<file path="config.mk">
export PLATFORM = sky130hd
export DESIGN_NAME = lsq_top
export DESIGN_NICKNAME = d
export VERILOG_FILES = /design/src/hdl/lsq_pkg.sv /design/src/hdl/lsq_ctrl.sv /design/src/hdl/lsq_entries.sv /design/src/hdl/lsq_xlate.sv /design/src/hdl/lsq_issue.sv /design/src/hdl/lsq_top.sv
export VERILOG_INCLUDE_DIRS = /design/src /design/src/hdl
export SDC_FILE = /design/constraint.sdc
export NUM_CORES = 1
export LEC_CHECK = 0
export BUFFER_PORTS_ARGS = -buffer_cell sky130_fd_sc_hd__buf_2
export CAP_MARGIN = 10
export CORE_MARGIN = 2
export CORE_UTILIZATION = 50
export CTS_BUF_LIST = sky130_fd_sc_hd__clkbuf_8
export CTS_CLUSTER_DIAMETER = 80
export DETAILED_ROUTE_END_ITERATION = 10
export GPL_TIMING_DRIVEN = 0
export MAX_ROUTING_LAYER = met4
export PLACE_DENSITY = 0.7
export SYNTH_ARGS = -nofsm -noshare
export SYNTH_HDL_FRONTEND = slang
export SYNTH_SLANG_ARGS = --single-unit
</file>
<file path="constraint.sdc">
create_clock -name clk -period 16.1 [get_ports clk]
set_input_delay 0.805 -clock clk [delete_from_list [all_inputs] [get_ports clk]]
set_output_delay 0.805 -clock clk [all_outputs]
set_load 0.03 [all_outputs]
</file>
<file path="src/hdl/lsq_defines.svh">
// ======================================================================
// Load/store queue geometry
// Queue depth, index widths, address widths and page layout shared by
// every block of the load/store queue
// ======================================================================
`ifndef LSQ_DEFINES_SVH
`define LSQ_DEFINES_SVH

// Queue depth and index widths
`define LSQ_ENTRIES 8
`define LSQ_IDX_W 3
`define ROB_IDX_W 5
`define SEQ_W 8

// Address layout, 64-byte pages
`define VADR_W 16
`define PADR_W 20
`define PAGE_BITS 6
`define VPN_W 10
`define PPN_W 14

`define DATA_W 32
`endif

</file>
<file path="src/hdl/lsq_pkg.sv">
// ======================================================================
// Load/store queue types
// Memory operation kinds, access sizes and the command opcodes passed
// from the queue control to the entry array
// ======================================================================
package lsq_pkg;

	// Operation kind, set at enqueue time
	typedef enum logic {
		MK_LOAD  = 1'b0,
		MK_STORE = 1'b1
	} mem_kind_e;

	// Access size, the fourth code is not a legal size
	typedef enum logic [1:0] {
		MS_BYTE = 2'd0,
		MS_HALF = 2'd1,
		MS_WORD = 2'd2
	} mem_size_e;

	// Queue commands
	// Each command lane carries one of these next to its operands
	typedef enum logic [2:0] {
		CMD_NONE   = 3'd0,
		CMD_ENQ    = 3'd1,
		CMD_SETADR = 3'd2,
		CMD_ISSUE  = 3'd3,
		CMD_SETRES = 3'd4,
		CMD_INV    = 3'd5
	} lsq_cmd_e;

endpackage

</file>
<file path="src/hdl/lsq_ctrl.sv">
// ======================================================================
// Load/store queue control
// Allocates free entries, hands out sequence numbers and turns the
// incoming strobes into command lanes for the entry array
// ======================================================================
`timescale 1ns/1ps
`include "lsq_defines.svh"

module lsq_ctrl import lsq_pkg::*; (
	input  logic                   clk,
	input  logic                   rst,
	input  logic                   enq_valid,
	input  logic [`ROB_IDX_W-1:0]  enq_rob,
	input  mem_kind_e              enq_kind,
	input  mem_size_e              enq_size,
	input  logic                   xl_valid,
	input  logic [`ROB_IDX_W-1:0]  xl_rob,
	input  logic [`PADR_W-1:0]     xl_padr,
	input  logic                   iss_valid,
	input  logic [`LSQ_IDX_W-1:0]  iss_idx,
	input  logic                   mem_resp_valid,
	input  logic [`LSQ_IDX_W-1:0]  mem_resp_idx,
	input  logic [`DATA_W-1:0]     mem_resp_data,
	input  logic [`LSQ_ENTRIES-1:0] ent_valid,
	output lsq_cmd_e               cmd_enq,
	output logic [`LSQ_IDX_W-1:0]  enq_idx,
	output logic [`SEQ_W-1:0]      enq_seq,
	output lsq_cmd_e               cmd_set,
	output logic [`ROB_IDX_W-1:0]  set_rob,
	output logic [`PADR_W-1:0]     set_padr,
	output lsq_cmd_e               cmd_iss,
	output logic [`LSQ_IDX_W-1:0]  iss_idx_o,
	output lsq_cmd_e               cmd_res,
	output logic [`LSQ_IDX_W-1:0]  res_idx,
	output logic [`DATA_W-1:0]     res_data,
	output logic [`SEQ_W-1:0]      seq_now,
	output logic                   lsq_full,
	output logic [`LSQ_IDX_W:0]    lsq_count
);

	localparam int IW = `LSQ_IDX_W;

	logic [`SEQ_W-1:0] seq_q;
	logic [IW-1:0] free_idx;
	logic free_any;
	logic enq_ok;

	// ==================================================================
	// Allocation and occupancy
	// ==================================================================

	// Scan from the top so the lowest free entry wins
	always_comb begin
		free_idx = '0;
		free_any = 1'b0;
		lsq_count = '0;
		for (int i = `LSQ_ENTRIES - 1; i >= 0; i--) begin
			if (!ent_valid[i]) begin
				free_idx = IW'(i);
				free_any = 1'b1;
			end
		end
		for (int i = 0; i < `LSQ_ENTRIES; i++)
			lsq_count = lsq_count + {{IW{1'b0}}, ent_valid[i]};
	end

	assign lsq_full = !free_any;

	// An enqueue into a full queue is dropped
	assign enq_ok = enq_valid && free_any;

	// The sequence counter moves once per accepted enqueue
	always_ff @(posedge clk) begin
		if (rst)
			seq_q <= '0;
		else if (enq_ok)
			seq_q <= seq_q + 1'b1;
	end

	assign seq_now = seq_q;
	assign cmd_enq = enq_ok ? CMD_ENQ : CMD_NONE;
	assign enq_idx = free_idx;
	assign enq_seq = seq_q;

	// ==================================================================
	// Set-address lane
	// ==================================================================

	// A translation whose entry is not valid finds no match in the array
	assign cmd_set = xl_valid ? CMD_SETADR : CMD_NONE;
	assign set_rob = xl_rob;
	assign set_padr = xl_padr;

	// Issue and result lanes
	// A response to a freed entry is ignored
	assign cmd_iss = iss_valid ? CMD_ISSUE : CMD_NONE;
	assign iss_idx_o = iss_idx;
	assign cmd_res = (mem_resp_valid && ent_valid[mem_resp_idx]) ? CMD_SETRES : CMD_NONE;
	assign res_idx = mem_resp_idx;
	assign res_data = mem_resp_data;

endmodule

</file>
<file path="src/hdl/lsq_entries.sv">
// ======================================================================
// Load/store queue entry array
// Holds the per-entry state and applies the enqueue, set-address,
// issue, result and invalidate commands
// ======================================================================
`timescale 1ns/1ps
`include "lsq_defines.svh"

module lsq_entries import lsq_pkg::*; (
	input  logic                    clk,
	input  logic                    rst,
	input  lsq_cmd_e                cmd_enq,
	input  logic [`LSQ_IDX_W-1:0]   enq_idx,
	input  logic [`SEQ_W-1:0]       enq_seq,
	input  lsq_cmd_e                cmd_set,
	input  logic [`ROB_IDX_W-1:0]   set_rob,
	input  logic [`PADR_W-1:0]      set_padr,
	input  lsq_cmd_e                cmd_iss,
	input  logic [`LSQ_IDX_W-1:0]   iss_idx_o,
	input  lsq_cmd_e                cmd_res,
	input  logic [`LSQ_IDX_W-1:0]   res_idx,
	input  logic [`DATA_W-1:0]      res_data,
	input  logic [`ROB_IDX_W-1:0]   enq_rob,
	input  mem_kind_e               enq_kind,
	input  mem_size_e               enq_size,
	input  logic                    inv_valid,
	input  logic [`ROB_IDX_W-1:0]   inv_rob,
	output logic [`LSQ_ENTRIES-1:0] ent_valid,
	output logic [`LSQ_ENTRIES-1:0] ent_addr_ok,
	output logic [`LSQ_ENTRIES-1:0] ent_issued,
	output logic [`SEQ_W-1:0]       ent_seq [`LSQ_ENTRIES],
	output logic [`PADR_W-1:0]      ent_padr [`LSQ_ENTRIES],
	output logic [`ROB_IDX_W-1:0]   ent_rob [`LSQ_ENTRIES],
	output mem_kind_e               ent_kind [`LSQ_ENTRIES],
	output mem_size_e               ent_size [`LSQ_ENTRIES],
	output logic                    done_valid,
	output logic [`ROB_IDX_W-1:0]   done_rob,
	output logic [`DATA_W-1:0]      done_data
);

	lsq_cmd_e cmd_inv;
	logic [`LSQ_ENTRIES-1:0] set_hit;
	logic [`LSQ_ENTRIES-1:0] inv_hit;

	// The invalidate strobe is its own lane
	assign cmd_inv = inv_valid ? CMD_INV : CMD_NONE;

	// Search by reorder-buffer index, only valid entries can match
	always_comb begin
		for (int i = 0; i < `LSQ_ENTRIES; i++) begin
			set_hit[i] = (cmd_set == CMD_SETADR) && ent_valid[i] && (ent_rob[i] == set_rob);
			inv_hit[i] = (cmd_inv == CMD_INV) && ent_valid[i] && (ent_rob[i] == inv_rob);
		end
	end

	// ==================================================================
	// Entry flags
	// ==================================================================

	always_ff @(posedge clk) begin
		if (rst) begin
			ent_valid <= '0;
			ent_addr_ok <= '0;
			ent_issued <= '0;
			done_valid <= 1'b0;
		end else begin
			done_valid <= (cmd_res == CMD_SETRES);
			// Enqueue only targets a free entry, so it never meets an invalidate
			if (cmd_enq == CMD_ENQ) begin
				ent_valid[enq_idx] <= 1'b1;
				ent_addr_ok[enq_idx] <= 1'b0;
				ent_issued[enq_idx] <= 1'b0;
			end
			if (cmd_iss == CMD_ISSUE)
				ent_issued[iss_idx_o] <= 1'b1;
			for (int i = 0; i < `LSQ_ENTRIES; i++) begin
				if (set_hit[i])
					ent_addr_ok[i] <= 1'b1;
				// Invalidate comes last so it wins over anything else that cycle
				if (inv_hit[i]) begin
					ent_valid[i] <= 1'b0;
					ent_addr_ok[i] <= 1'b0;
					ent_issued[i] <= 1'b0;
				end
			end
		end
	end

	// ==================================================================
	// Entry payload and result
	// ==================================================================

	always_ff @(posedge clk) begin
		if (cmd_enq == CMD_ENQ) begin
			ent_seq[enq_idx] <= enq_seq;
			ent_rob[enq_idx] <= enq_rob;
			ent_kind[enq_idx] <= enq_kind;
			ent_size[enq_idx] <= enq_size;
			ent_padr[enq_idx] <= '0;
		end
		for (int i = 0; i < `LSQ_ENTRIES; i++) begin
			if (set_hit[i])
				ent_padr[i] <= set_padr;
		end
		// Result is reported with the entry's reorder-buffer index
		if (cmd_res == CMD_SETRES) begin
			done_rob <= ent_rob[res_idx];
			done_data <= res_data;
		end
	end

endmodule

</file>
<file path="src/hdl/lsq_xlate.sv">
// ======================================================================
// Load/store queue address translator
// A 16-slot page map and one registered translation per cycle
// ======================================================================
`timescale 1ns/1ps
`include "lsq_defines.svh"

module lsq_xlate (
	input  logic                  clk,
	input  logic                  rst,
	input  logic                  map_wr,
	input  logic [`VPN_W-1:0]     map_vpn,
	input  logic [`PPN_W-1:0]     map_ppn,
	input  logic                  agen_valid,
	input  logic [`ROB_IDX_W-1:0] agen_rob,
	input  logic [`VADR_W-1:0]    agen_vadr,
	output logic                  xl_valid,
	output logic [`ROB_IDX_W-1:0] xl_rob,
	output logic [`PADR_W-1:0]    xl_padr
);

	localparam int MAP_W = 4;

	logic [`PPN_W-1:0] map_q [2**MAP_W];
	logic [`VPN_W-1:0] vpn;

	assign vpn = agen_vadr[`VADR_W-1:`PAGE_BITS];

	// Page map, slot chosen by the low virtual page number bits
	always_ff @(posedge clk) begin
		if (rst) begin
			for (int i = 0; i < 2**MAP_W; i++)
				map_q[i] <= '0;
		end else if (map_wr) begin
			map_q[map_vpn[MAP_W-1:0]] <= map_ppn;
		end
	end

	always_ff @(posedge clk) begin
		if (rst)
			xl_valid <= 1'b0;
		else
			xl_valid <= agen_valid;
	end

	// Physical address is the mapped page followed by the page offset
	always_ff @(posedge clk) begin
		if (agen_valid) begin
			xl_rob <= agen_rob;
			xl_padr <= {map_q[vpn[MAP_W-1:0]], agen_vadr[`PAGE_BITS-1:0]};
		end
	end

endmodule

</file>
<file path="src/hdl/lsq_issue.sv">
// ======================================================================
// Load/store queue issue picker
// Finds the oldest unissued entry and sends it to memory once its
// address is known, so requests leave in program order
// ======================================================================
`timescale 1ns/1ps
`include "lsq_defines.svh"

module lsq_issue import lsq_pkg::*; (
	input  logic                    clk,
	input  logic                    rst,
	input  logic [`SEQ_W-1:0]       seq_now,
	input  logic [`LSQ_ENTRIES-1:0] ent_valid,
	input  logic [`LSQ_ENTRIES-1:0] ent_addr_ok,
	input  logic [`LSQ_ENTRIES-1:0] ent_issued,
	input  logic [`SEQ_W-1:0]       ent_seq [`LSQ_ENTRIES],
	input  logic [`PADR_W-1:0]      ent_padr [`LSQ_ENTRIES],
	input  logic [`ROB_IDX_W-1:0]   ent_rob [`LSQ_ENTRIES],
	input  mem_kind_e               ent_kind [`LSQ_ENTRIES],
	input  mem_size_e               ent_size [`LSQ_ENTRIES],
	output logic                    iss_valid,
	output logic [`LSQ_IDX_W-1:0]   iss_idx,
	output logic                    mem_req_valid,
	output logic [`LSQ_IDX_W-1:0]   mem_req_idx,
	output logic [`ROB_IDX_W-1:0]   mem_req_rob,
	output mem_kind_e               mem_req_kind,
	output mem_size_e               mem_req_size,
	output logic [`PADR_W-1:0]      mem_req_padr
);

	localparam int IW = `LSQ_IDX_W;

	logic [`SEQ_W-1:0] age;
	logic [`SEQ_W-1:0] best_age;
	logic found;

	// Age is the distance back from the counter, the largest is the oldest
	always_comb begin
		best_age = '0;
		iss_idx = '0;
		found = 1'b0;
		age = '0;
		for (int i = 0; i < `LSQ_ENTRIES; i++) begin
			age = seq_now - ent_seq[i];
			if (ent_valid[i] && !ent_issued[i] && (!found || age > best_age)) begin
				best_age = age;
				iss_idx = IW'(i);
				found = 1'b1;
			end
		end
	end

	// A younger addressed entry waits behind an unaddressed older one
	assign iss_valid = found && ent_addr_ok[iss_idx];

	always_ff @(posedge clk) begin
		if (rst)
			mem_req_valid <= 1'b0;
		else
			mem_req_valid <= iss_valid;
	end

	always_ff @(posedge clk) begin
		if (iss_valid) begin
			mem_req_idx <= iss_idx;
			mem_req_rob <= ent_rob[iss_idx];
			mem_req_kind <= ent_kind[iss_idx];
			mem_req_size <= ent_size[iss_idx];
			mem_req_padr <= ent_padr[iss_idx];
		end
	end

endmodule

</file>
<file path="src/hdl/lsq_top.sv">
// ======================================================================
// Load/store queue
// Control, entry array, translator and issue picker wired together
// ======================================================================
`timescale 1ns/1ps
`include "lsq_defines.svh"

module lsq_top import lsq_pkg::*; (
	input  logic                  clk,
	input  logic                  rst,
	input  logic                  enq_valid,
	input  logic [`ROB_IDX_W-1:0] enq_rob,
	input  mem_kind_e             enq_kind,
	input  mem_size_e             enq_size,
	input  logic                  agen_valid,
	input  logic [`ROB_IDX_W-1:0] agen_rob,
	input  logic [`VADR_W-1:0]    agen_vadr,
	input  logic                  inv_valid,
	input  logic [`ROB_IDX_W-1:0] inv_rob,
	input  logic                  map_wr,
	input  logic [`VPN_W-1:0]     map_vpn,
	input  logic [`PPN_W-1:0]     map_ppn,
	input  logic                  mem_resp_valid,
	input  logic [`LSQ_IDX_W-1:0] mem_resp_idx,
	input  logic [`DATA_W-1:0]    mem_resp_data,
	output logic                  mem_req_valid,
	output logic [`LSQ_IDX_W-1:0] mem_req_idx,
	output logic [`ROB_IDX_W-1:0] mem_req_rob,
	output mem_kind_e             mem_req_kind,
	output mem_size_e             mem_req_size,
	output logic [`PADR_W-1:0]    mem_req_padr,
	output logic                  done_valid,
	output logic [`ROB_IDX_W-1:0] done_rob,
	output logic [`DATA_W-1:0]    done_data,
	output logic                  lsq_full,
	output logic [`LSQ_IDX_W:0]   lsq_count
);

	// Command lanes
	lsq_cmd_e cmd_enq, cmd_set, cmd_iss, cmd_res;
	logic [`LSQ_IDX_W-1:0] enq_idx, iss_idx_o, res_idx;
	logic [`SEQ_W-1:0] enq_seq, seq_now;
	logic [`ROB_IDX_W-1:0] set_rob;
	logic [`PADR_W-1:0] set_padr;
	logic [`DATA_W-1:0] res_data;

	// Translator and picker strobes
	logic xl_valid, iss_valid;
	logic [`ROB_IDX_W-1:0] xl_rob;
	logic [`PADR_W-1:0] xl_padr;
	logic [`LSQ_IDX_W-1:0] iss_idx;

	// Per-entry state
	logic [`LSQ_ENTRIES-1:0] ent_valid, ent_addr_ok, ent_issued;
	logic [`SEQ_W-1:0] ent_seq [`LSQ_ENTRIES];
	logic [`PADR_W-1:0] ent_padr [`LSQ_ENTRIES];
	logic [`ROB_IDX_W-1:0] ent_rob [`LSQ_ENTRIES];
	mem_kind_e ent_kind [`LSQ_ENTRIES];
	mem_size_e ent_size [`LSQ_ENTRIES];

	lsq_ctrl ctrl0 (.*);
	lsq_entries entries0 (.*);
	lsq_xlate xlate0 (.*);
	lsq_issue issue0 (.*);

endmodule

</file>
### Yosys cells after proc, flatten, opt, wreduce, memory -nomap -nowiden

Memory sizes are Yosys's and may differ from the RTL's. A register that Yosys moved wholly into a read port is not among the register bits.
Cells that the tools add are included.

* register bits after elaboration: 416
* RAM bits: 224
* bits of input ports: 100
* output and inout bits: 75
* word-level logic and storage cells: 343
* memories: 1

Memories
* xlate0.map_q: words 16, width 14, read ports 1, clocked after memory_dff 1, wr ports 16, RTL line lsq_xlate.sv:24 `` logic [`PPN_W-1:0] map_q [2**MAP_W]; ``

* $add $sub $neg: 16
* $lt $le $gt $ge: 16
* eq/ne operators: 21
* mux-type cells: 109
* bitwise operators: 10
* reduce and logical (&&, ||, !) cells: 93

Operator list (number)
* $mux 20: 11
* $and 160x160->160: 1
* $mux 160: 1
* $not 160->160: 1
* $mux 8: 12
* $eq 5x5->1: 16
* $bwmux 64: 1
* $sub 8x8->8: 8
* $bmux 20 s3: 1
* $demux 20 s3: 1
* $gt 8x8->1: 7
* $logic_and 1x1->1: 53
* $mux 3: 14
* $bwmux 40: 1
* $mux 1: 39
* $bmux 5 s3: 2
* $mux 5: 5
* $add 4x1->4: 6
* $demux 8 s3: 1
* $and 8x8->8: 2
* $bwmux 16: 1
* $logic_not 1->1: 16
* $or 8x8->8: 2
* $reduce_bool 2->1: 8
* 23 further kinds: 55

### Depth between registers and ports, before layout

* depth in word-level cells: 37
* depth in mapped cells: 76
* mapped depth without buffers: 67

### Hierarchy

Synthesis repeated with hierarchy kept, for this count alone.

* cell total of the unflattened synthesis: 2720
* area total of the unflattened synthesis: 34788.4 um^2

By module, submodules not included
* lsq_entries: instances 1, cells an instance 979, area an instance 14913.1 um^2, seq. area each 10259.8 um^2
* lsq_xlate: instances 1, cells an instance 664, area an instance 10885.4 um^2, seq. area each 7497.2 um^2
* lsq_issue: instances 1, cells an instance 915, area an instance 7647.3 um^2, seq. area each 950.9 um^2
* lsq_ctrl: instances 1, cells an instance 162, area an instance 1342.5 um^2, seq. area each 160.2 um^2

### Worst setup path after synthesis

Ideal clock, no wire load.

* path type: reg2reg
* start: register ctrl0.seq_q[1], in the netlist ctrl0.enq_seq[1]
* end: register issue0.mem_req_idx[0] (enable)
* setup time: 0.458 ns
* data arrival time: 16.378 ns
* data required time: 15.642 ns
* slack: -0.736 ns
* stages on the path, launching flop included: 67
* buffers on the path: 9
* clock period less this slack: 16.836 ns
* cell sequence: dfxtp_1 > ha_1 > nor2b_1 > o31a_1 > o21ai_0 > a32oi_1 > xnor2_1 > nand2_1 > ha_1 > nand2_1 > nand2_1 > or4_1 > clkbuf_1 > a21o_1 > and2_1 > ha_1 > nand4_1 > o21ai_0 > (+31 left out) > and4_1 > a2111oi_1 > a211o_1 > buf_2 > buf_1 > buf_1 > a2bb2o_1 > a31oi_1 > ha_1 > nand4_1 > or3b_1 > a21o_1 > nand3_4 > buf_8 > nor4_2 > a222oi_1 > nand2_1 > nor3_1

* word-level cells in the longest chain between the ends: 33
* elaborated cells between the ends (all ways): 59
* classes of those cells: 8 x add/sub; 7 x order compare; 23 x mux; 21 x reduce/logical

RTL lines
* start: declaration: RTL line lsq_ctrl.sv:43 `` logic [`SEQ_W-1:0] seq_q; ``
* start signal: assignment: RTL line lsq_ctrl.sv:77 `seq_q <= seq_q + 1'b1;`
* $sub 8x8->8: RTL line lsq_issue.sv:44 `age = seq_now - ent_seq[i];`
* $mux 8: RTL line lsq_issue.sv:45 `if (ent_valid[i] && !ent_issued[i] && (!found || age > best_age)) begin`
* $gt 8x8->1: RTL line lsq_issue.sv:45
* $logic_or 1x1->1: RTL line lsq_issue.sv:45
* $logic_and 1x1->1: RTL line lsq_issue.sv:45
* $mux 8 / $mux 1 (equally long branches): RTL line lsq_issue.sv:45
* $gt 8x8->1 / $logic_not 1->1 (equally long branches): RTL line lsq_issue.sv:45
* $logic_or 1x1->1: RTL line lsq_issue.sv:45
* (+18 left out)
* $gt 8x8->1 / $logic_not 1->1 (equally long branches): RTL line lsq_issue.sv:45
* $logic_or 1x1->1: RTL line lsq_issue.sv:45
* $logic_and 1x1->1: RTL line lsq_issue.sv:45
* $mux 3: RTL line lsq_issue.sv:45
* $bmux 1 s3: RTL line lsq_issue.sv:54 `assign iss_valid = found && ent_addr_ok[iss_idx];`
* $mux 1 (implied by the code): RTL line lsq_issue.sv:54
* $logic_and 1x1->1 *: RTL line lsq_issue.sv:54
* net ctrl0.iss_valid: RTL line lsq_ctrl.sv:19 `input logic iss_valid,`
* end signal: assignment: RTL line lsq_issue.sv:65 `mem_req_idx <= iss_idx;`
* end: declaration: RTL line lsq_issue.sv:24 `` output logic [`LSQ_IDX_W-1:0] mem_req_idx, ``

Mark *: on every way through the listed nets, which the timed path passes. The rest lies on a longest branch. The select of a mux whose other input is x is not followed.
A chain may end at the register's enable or synchronous reset.

### Worst setup path after layout

* start: register ctrl0.seq_q[0], in the netlist ctrl0.enq_seq[0]
* end: register issue0.mem_req_padr[15] (enable)

* word-level cells in the longest chain between the ends: 33
* elaborated cells between the ends (all ways): 59
* classes of those cells: 8 x add/sub; 7 x order compare; 23 x mux; 21 x reduce/logical

RTL lines
* $sub 8x8->8: RTL line lsq_issue.sv:44
* $mux 8: RTL line lsq_issue.sv:45
* $gt 8x8->1: RTL line lsq_issue.sv:45
* $logic_or 1x1->1: RTL line lsq_issue.sv:45
* $logic_and 1x1->1: RTL line lsq_issue.sv:45
* $mux 8 / $mux 1 (equally long branches): RTL line lsq_issue.sv:45
* $gt 8x8->1 / $logic_not 1->1 (equally long branches): RTL line lsq_issue.sv:45
* $logic_or 1x1->1: RTL line lsq_issue.sv:45
* (+18 left out)
* $gt 8x8->1 / $logic_not 1->1 (equally long branches): RTL line lsq_issue.sv:45
* $logic_or 1x1->1: RTL line lsq_issue.sv:45
* $logic_and 1x1->1: RTL line lsq_issue.sv:45
* $mux 3: RTL line lsq_issue.sv:45
* $bmux 1 s3: RTL line lsq_issue.sv:54
* $mux 1 (implied by the code): RTL line lsq_issue.sv:54
* $logic_and 1x1->1 *: RTL line lsq_issue.sv:54
* net ctrl0.iss_valid: RTL line lsq_ctrl.sv:19
* end signal: assignment: RTL line lsq_issue.sv:69 `mem_req_padr <= ent_padr[iss_idx];`
* end: declaration: RTL line lsq_issue.sv:28 `` output logic [`PADR_W-1:0] mem_req_padr ``

Marks and branches as above.

==> results by group <==
Clock tree
  – TritonCTS sink count: 640
  – Cell chosen for the clock root: sky130_fd_sc_hd__clkbuf_8
  – Clock latency on the worst-skew pair: 0.74 ns
  – Clock tree from TritonCTS: built
  – Number of hold buffers added after CTS: 0
  – Number of clock buffers inserted by TritonCTS: 105
  – Clock-pin slew reported for the worst setup and hold paths after clock tree synthesis: 0.06 ns
  – Maximum buffer depth of the clock tree: 3
  – Number of levels the H-tree was split into: 3

Worst setup path
  – CP endpoint kind: flip-flop
  – Maximum fanout along the worst path: 18
  – Slowest cell on crit path: sky130_fd_sc_hd__a21oi_2
  – Critical path origin: ctrl0.enq_seq[0]
  – R2R Path Start: ctrl0.enq_seq[0]
  – R2R Setup Slk: 0.71 ns
  – Critical path's most frequent cell: sky130_fd_sc_hd__ha_1
  – Destination of the critical timing path: issue0.mem_req_padr[15]
  – Nature of the critical path startpoint: flip-flop
  – Arrival time at the worst endpoint: 15.86 ns
  – Crit path kind: flip-flop to flip-flop
  – Delay of the slowest cell on the worst path: 0.60 ns
  – Path depth of the worst reg2reg path: 70
  – R2r endpoint: issue0.mem_req_padr[15]
  – Critical path data required time: 16.57 ns

Die
  – Number of rows in the core area: 93
  – CORE AREA: 64600 um^2
  – Initial core utilization: 0.507
  – Die H: 260 um
  – Die Footprint: 67500 um^2
  – Top-Level Pins: 175
  – Die span in x: 260 um

Yosys
  – Top_reg_cell synth: sky130_fd_sc_hd__edfxtp_1
  – Yosys top cell by area: sky130_fd_sc_hd__edfxtp_1
  – Post-synthesis cell area: 32700 um^2
  – Cells taking the most area after synthesis: sky130_fd_sc_hd__edfxtp_1 (56%), sky130_fd_sc_hd__mux4_2 (5.6%), sky130_fd_sc_hd__ha_1 (4.4%)
  – Share of Yosys cell area claimed by the top area cell type: 0.555
  – Unique cell type count in the Yosys netlist: 89
  – Number of flip-flops and latches in the synthesized netlist: 640
  – Synth Warn #: 0
  – Async set-reset flop share out of synthesis: 0
  – Post-synth EDFFs: 605
  – Net count of the mapped netlist: 2752
  – Post-Syn Area per Cell: 13.0 um^2
  – Cell with the most instances after synthesis: sky130_fd_sc_hd__edfxtp_1
  – Number of cells produced by synthesis: 2524
  – Leading post-synthesis cells by instance count: sky130_fd_sc_hd__edfxtp_1 (605), sky130_fd_sc_hd__and2_1 (229), sky130_fd_sc_hd__a22o_1 (143), sky130_fd_sc_hd__inv_1 (143), sky130_fd_sc_hd__clkbuf_1 (121)
  – Sequential fraction of the synthesis area: 0.577

STA
  – Actual slew at the worst max-slew pin: 1.03 ns
  – Worst setup skew after layout: 0.0579 ns
  – Min setup slack post-route: 0.706 ns
  – Highest attainable clock frequency: 65.0 MHz
  – Worst max-slew margin expressed relative to the limit: 0.311
  – Final Cycle Share: 0.956
  – Final setup TNS: 0 ns
  – Final setup violation count: 0
  – Fin. max-slew vios: 0
  – Fin. Hold Viols: 0
  – Final hold slack: 0.242 ns
  – Final critical delay including setup and external delays: 15.39 ns

Pwr
  – Power density of the placed cells: 99.4 nW/um^2
  – Static leakage: 14.3 nW
  – Post-layout total power: 3.69 mW
  – Maximum vdd drop: 0.0673 mV

Placed design
  – Number of I/O port buffers: 151
  – Detailed-placement wirelength estimate: 67700 um
  – GPL Wtd Cong: 0.961
  – Pre-CTS setup slack: -3.87 ns

Drt
  – DRC violation count after routing: 0
  – Routed len/inst: 24.3 um
  – DR vias: 22.8k
  – Number of DRC markers in iteration 0: 2442
  – Aggregate routed wire length: 91400 um
  – First-pass iteration count of the detailed router: 7
  – Count of antenna-violating nets left after detailed routing: 0
  – Via density per instance: 6.04

Min path
  – Path class of the lowest-slack min-delay path: primary input to flip-flop
  – Launch instance of the worst min-delay path: mem_resp_data[2]

Layout
  – Area overhead of the layout relative to synthesis: 13.5%
  – Total number of nets in the final design: 3048
  – Fin util: 0.575
  – Fraction of final layout cells sized beyond drive strength 1: 0.182
  – Number of filler cells placed in the layout: 5242

GRT
  – Gr usage total: 0.278
  – Number of antenna violations at the first check in global routing: 8
  – Vias in the first global route: 22.7k
  – Maximum number of pins on one net before global-route repair: 27
  – Wire length of the first global-routing pass: 138000 um
  – Leftover overflow at the end of global routing: 0

Status
  – Status: finished clean

Flow run
  – Number of max-cap violations: 0
[state kept, by name, summed over array words and instances, names as in the netlist, 2 cells and up]
register and flops:
entries0.ent_kind 8, entries0.ent_seq 64, xlate0.map_q 224, entries0.done_rob 5, entries0.ent_addr_ok 8, xlate0.xl_padr 20
entries0.ent_size 16, issue0.mem_req_size 2, entries0.ent_rob 40, entries0.ent_valid 8, issue0.mem_req_rob 5, issue0.mem_req_padr 20
entries0.ent_issued 8, entries0.done_data 32, ctrl0.enq_seq 8, xlate0.xl_rob 5, entries0.ent_padr 160, issue0.mem_req_idx 3
[cell usage in the layout (no fill, tap or decap), types with 78 or more instances in the layout]
master,n
sky130_fd_sc_hd__edfxtp_1,605
sky130_fd_sc_hd__and2_1,229
sky130_fd_sc_hd__inv_1,179
sky130_fd_sc_hd__buf_2,158
sky130_fd_sc_hd__a22o_1,143
sky130_fd_sc_hd__ha_1,116
sky130_fd_sc_hd__clkbuf_1,109
sky130_fd_sc_hd__clkbuf_8,109
sky130_fd_sc_hd__nor2_1,108
sky130_fd_sc_hd__nand2_1,90
sky130_fd_sc_hd__mux4_2,82
sky130_fd_sc_hd__nand3_1,80
sky130_fd_sc_hd__a21oi_1,78
[cell type report]
class                      count  area (um^2)  share of cell area
antenna                        7         17.5            0.000472
buffer                       162          694              0.0187
clock buffer                 109         1500              0.0404
clock inverter                83          408              0.0110
inverter                     145          548              0.0148
multi-input combinational   1575        12900               0.347
sequential                   640        18900               0.508
tap                          855         1070              0.0288
timing repair buffer         191         1140              0.0307
[per-layer routing]
layer  up-vias  part of all wire  track usage
met4         0             0.022       0.0800
met5         -                 0            -
met3       137             0.095       0.0538
met1     11300              0.41        0.368
li1      10200                 -            -
met2      1134              0.48        0.440
[where the power goes]
group,total (mW),internal [mW],switching (mW)
clock network,1.32,0.648,0.673
logic,0.432,0.174,0.258
registers,1.94,1.91,0.0345
[cell families after synthesis]
family,count (synthesis),synth area share
AOI/OAI and AO/OA,512,0.117
adders and majority gates,128,0.0517
DFF,640,0.577
xor gates and xnor gates,121,0.0324
muxes,124,0.0695
buffers and inverters,309,0.0366
and+or+nand+nor,690,0.116
[critical path: cells and delay by family, from the launching register on]
family                     cells  cell delay (ns)
AOI/OAI and AO/OA             28             6.52
adders and majority gates      9             2.64
buffers and inverters         13             2.18
DFF                            1             0.41
and+or+nand+nor               20             3.40
[how the worst min path moves through the flow]
stage / slack [ns] / end / cells past startpoint
3_5_place_dp: 0.46 / entries0.ent_issued[6] / 2
2_1_floorplan: 0.44 / entries0.ent_issued[6] / 2
4_1_cts: 0.21 / entries0.done_data[2] / 1
5_1_grt: 0.24 / xlate0.xl_padr[3] / 1
3_3_place_gp: 0.46 / entries0.ent_issued[3] / 2
6_report: 0.24 / entries0.done_data[2] / 1
[stage by stage]
step / instances / area [um^2]
after floorplan: 2524 / 32700
final: 3767 / 37100
after detailed placement: 3534 / 34700
after global routing: 3767 / 37100
after CTS: 3745 / 36900
after global placement: 3530 / 34500
[repair_timing]
item / in CTS / in global routing
buffers inserted: 21 / 15
pin swaps: 7 / 10
setup endpoints to repair: 71 / 70
resized for setup: 41 / 49
No activity file was read; power rests on OpenSTA's default activity.
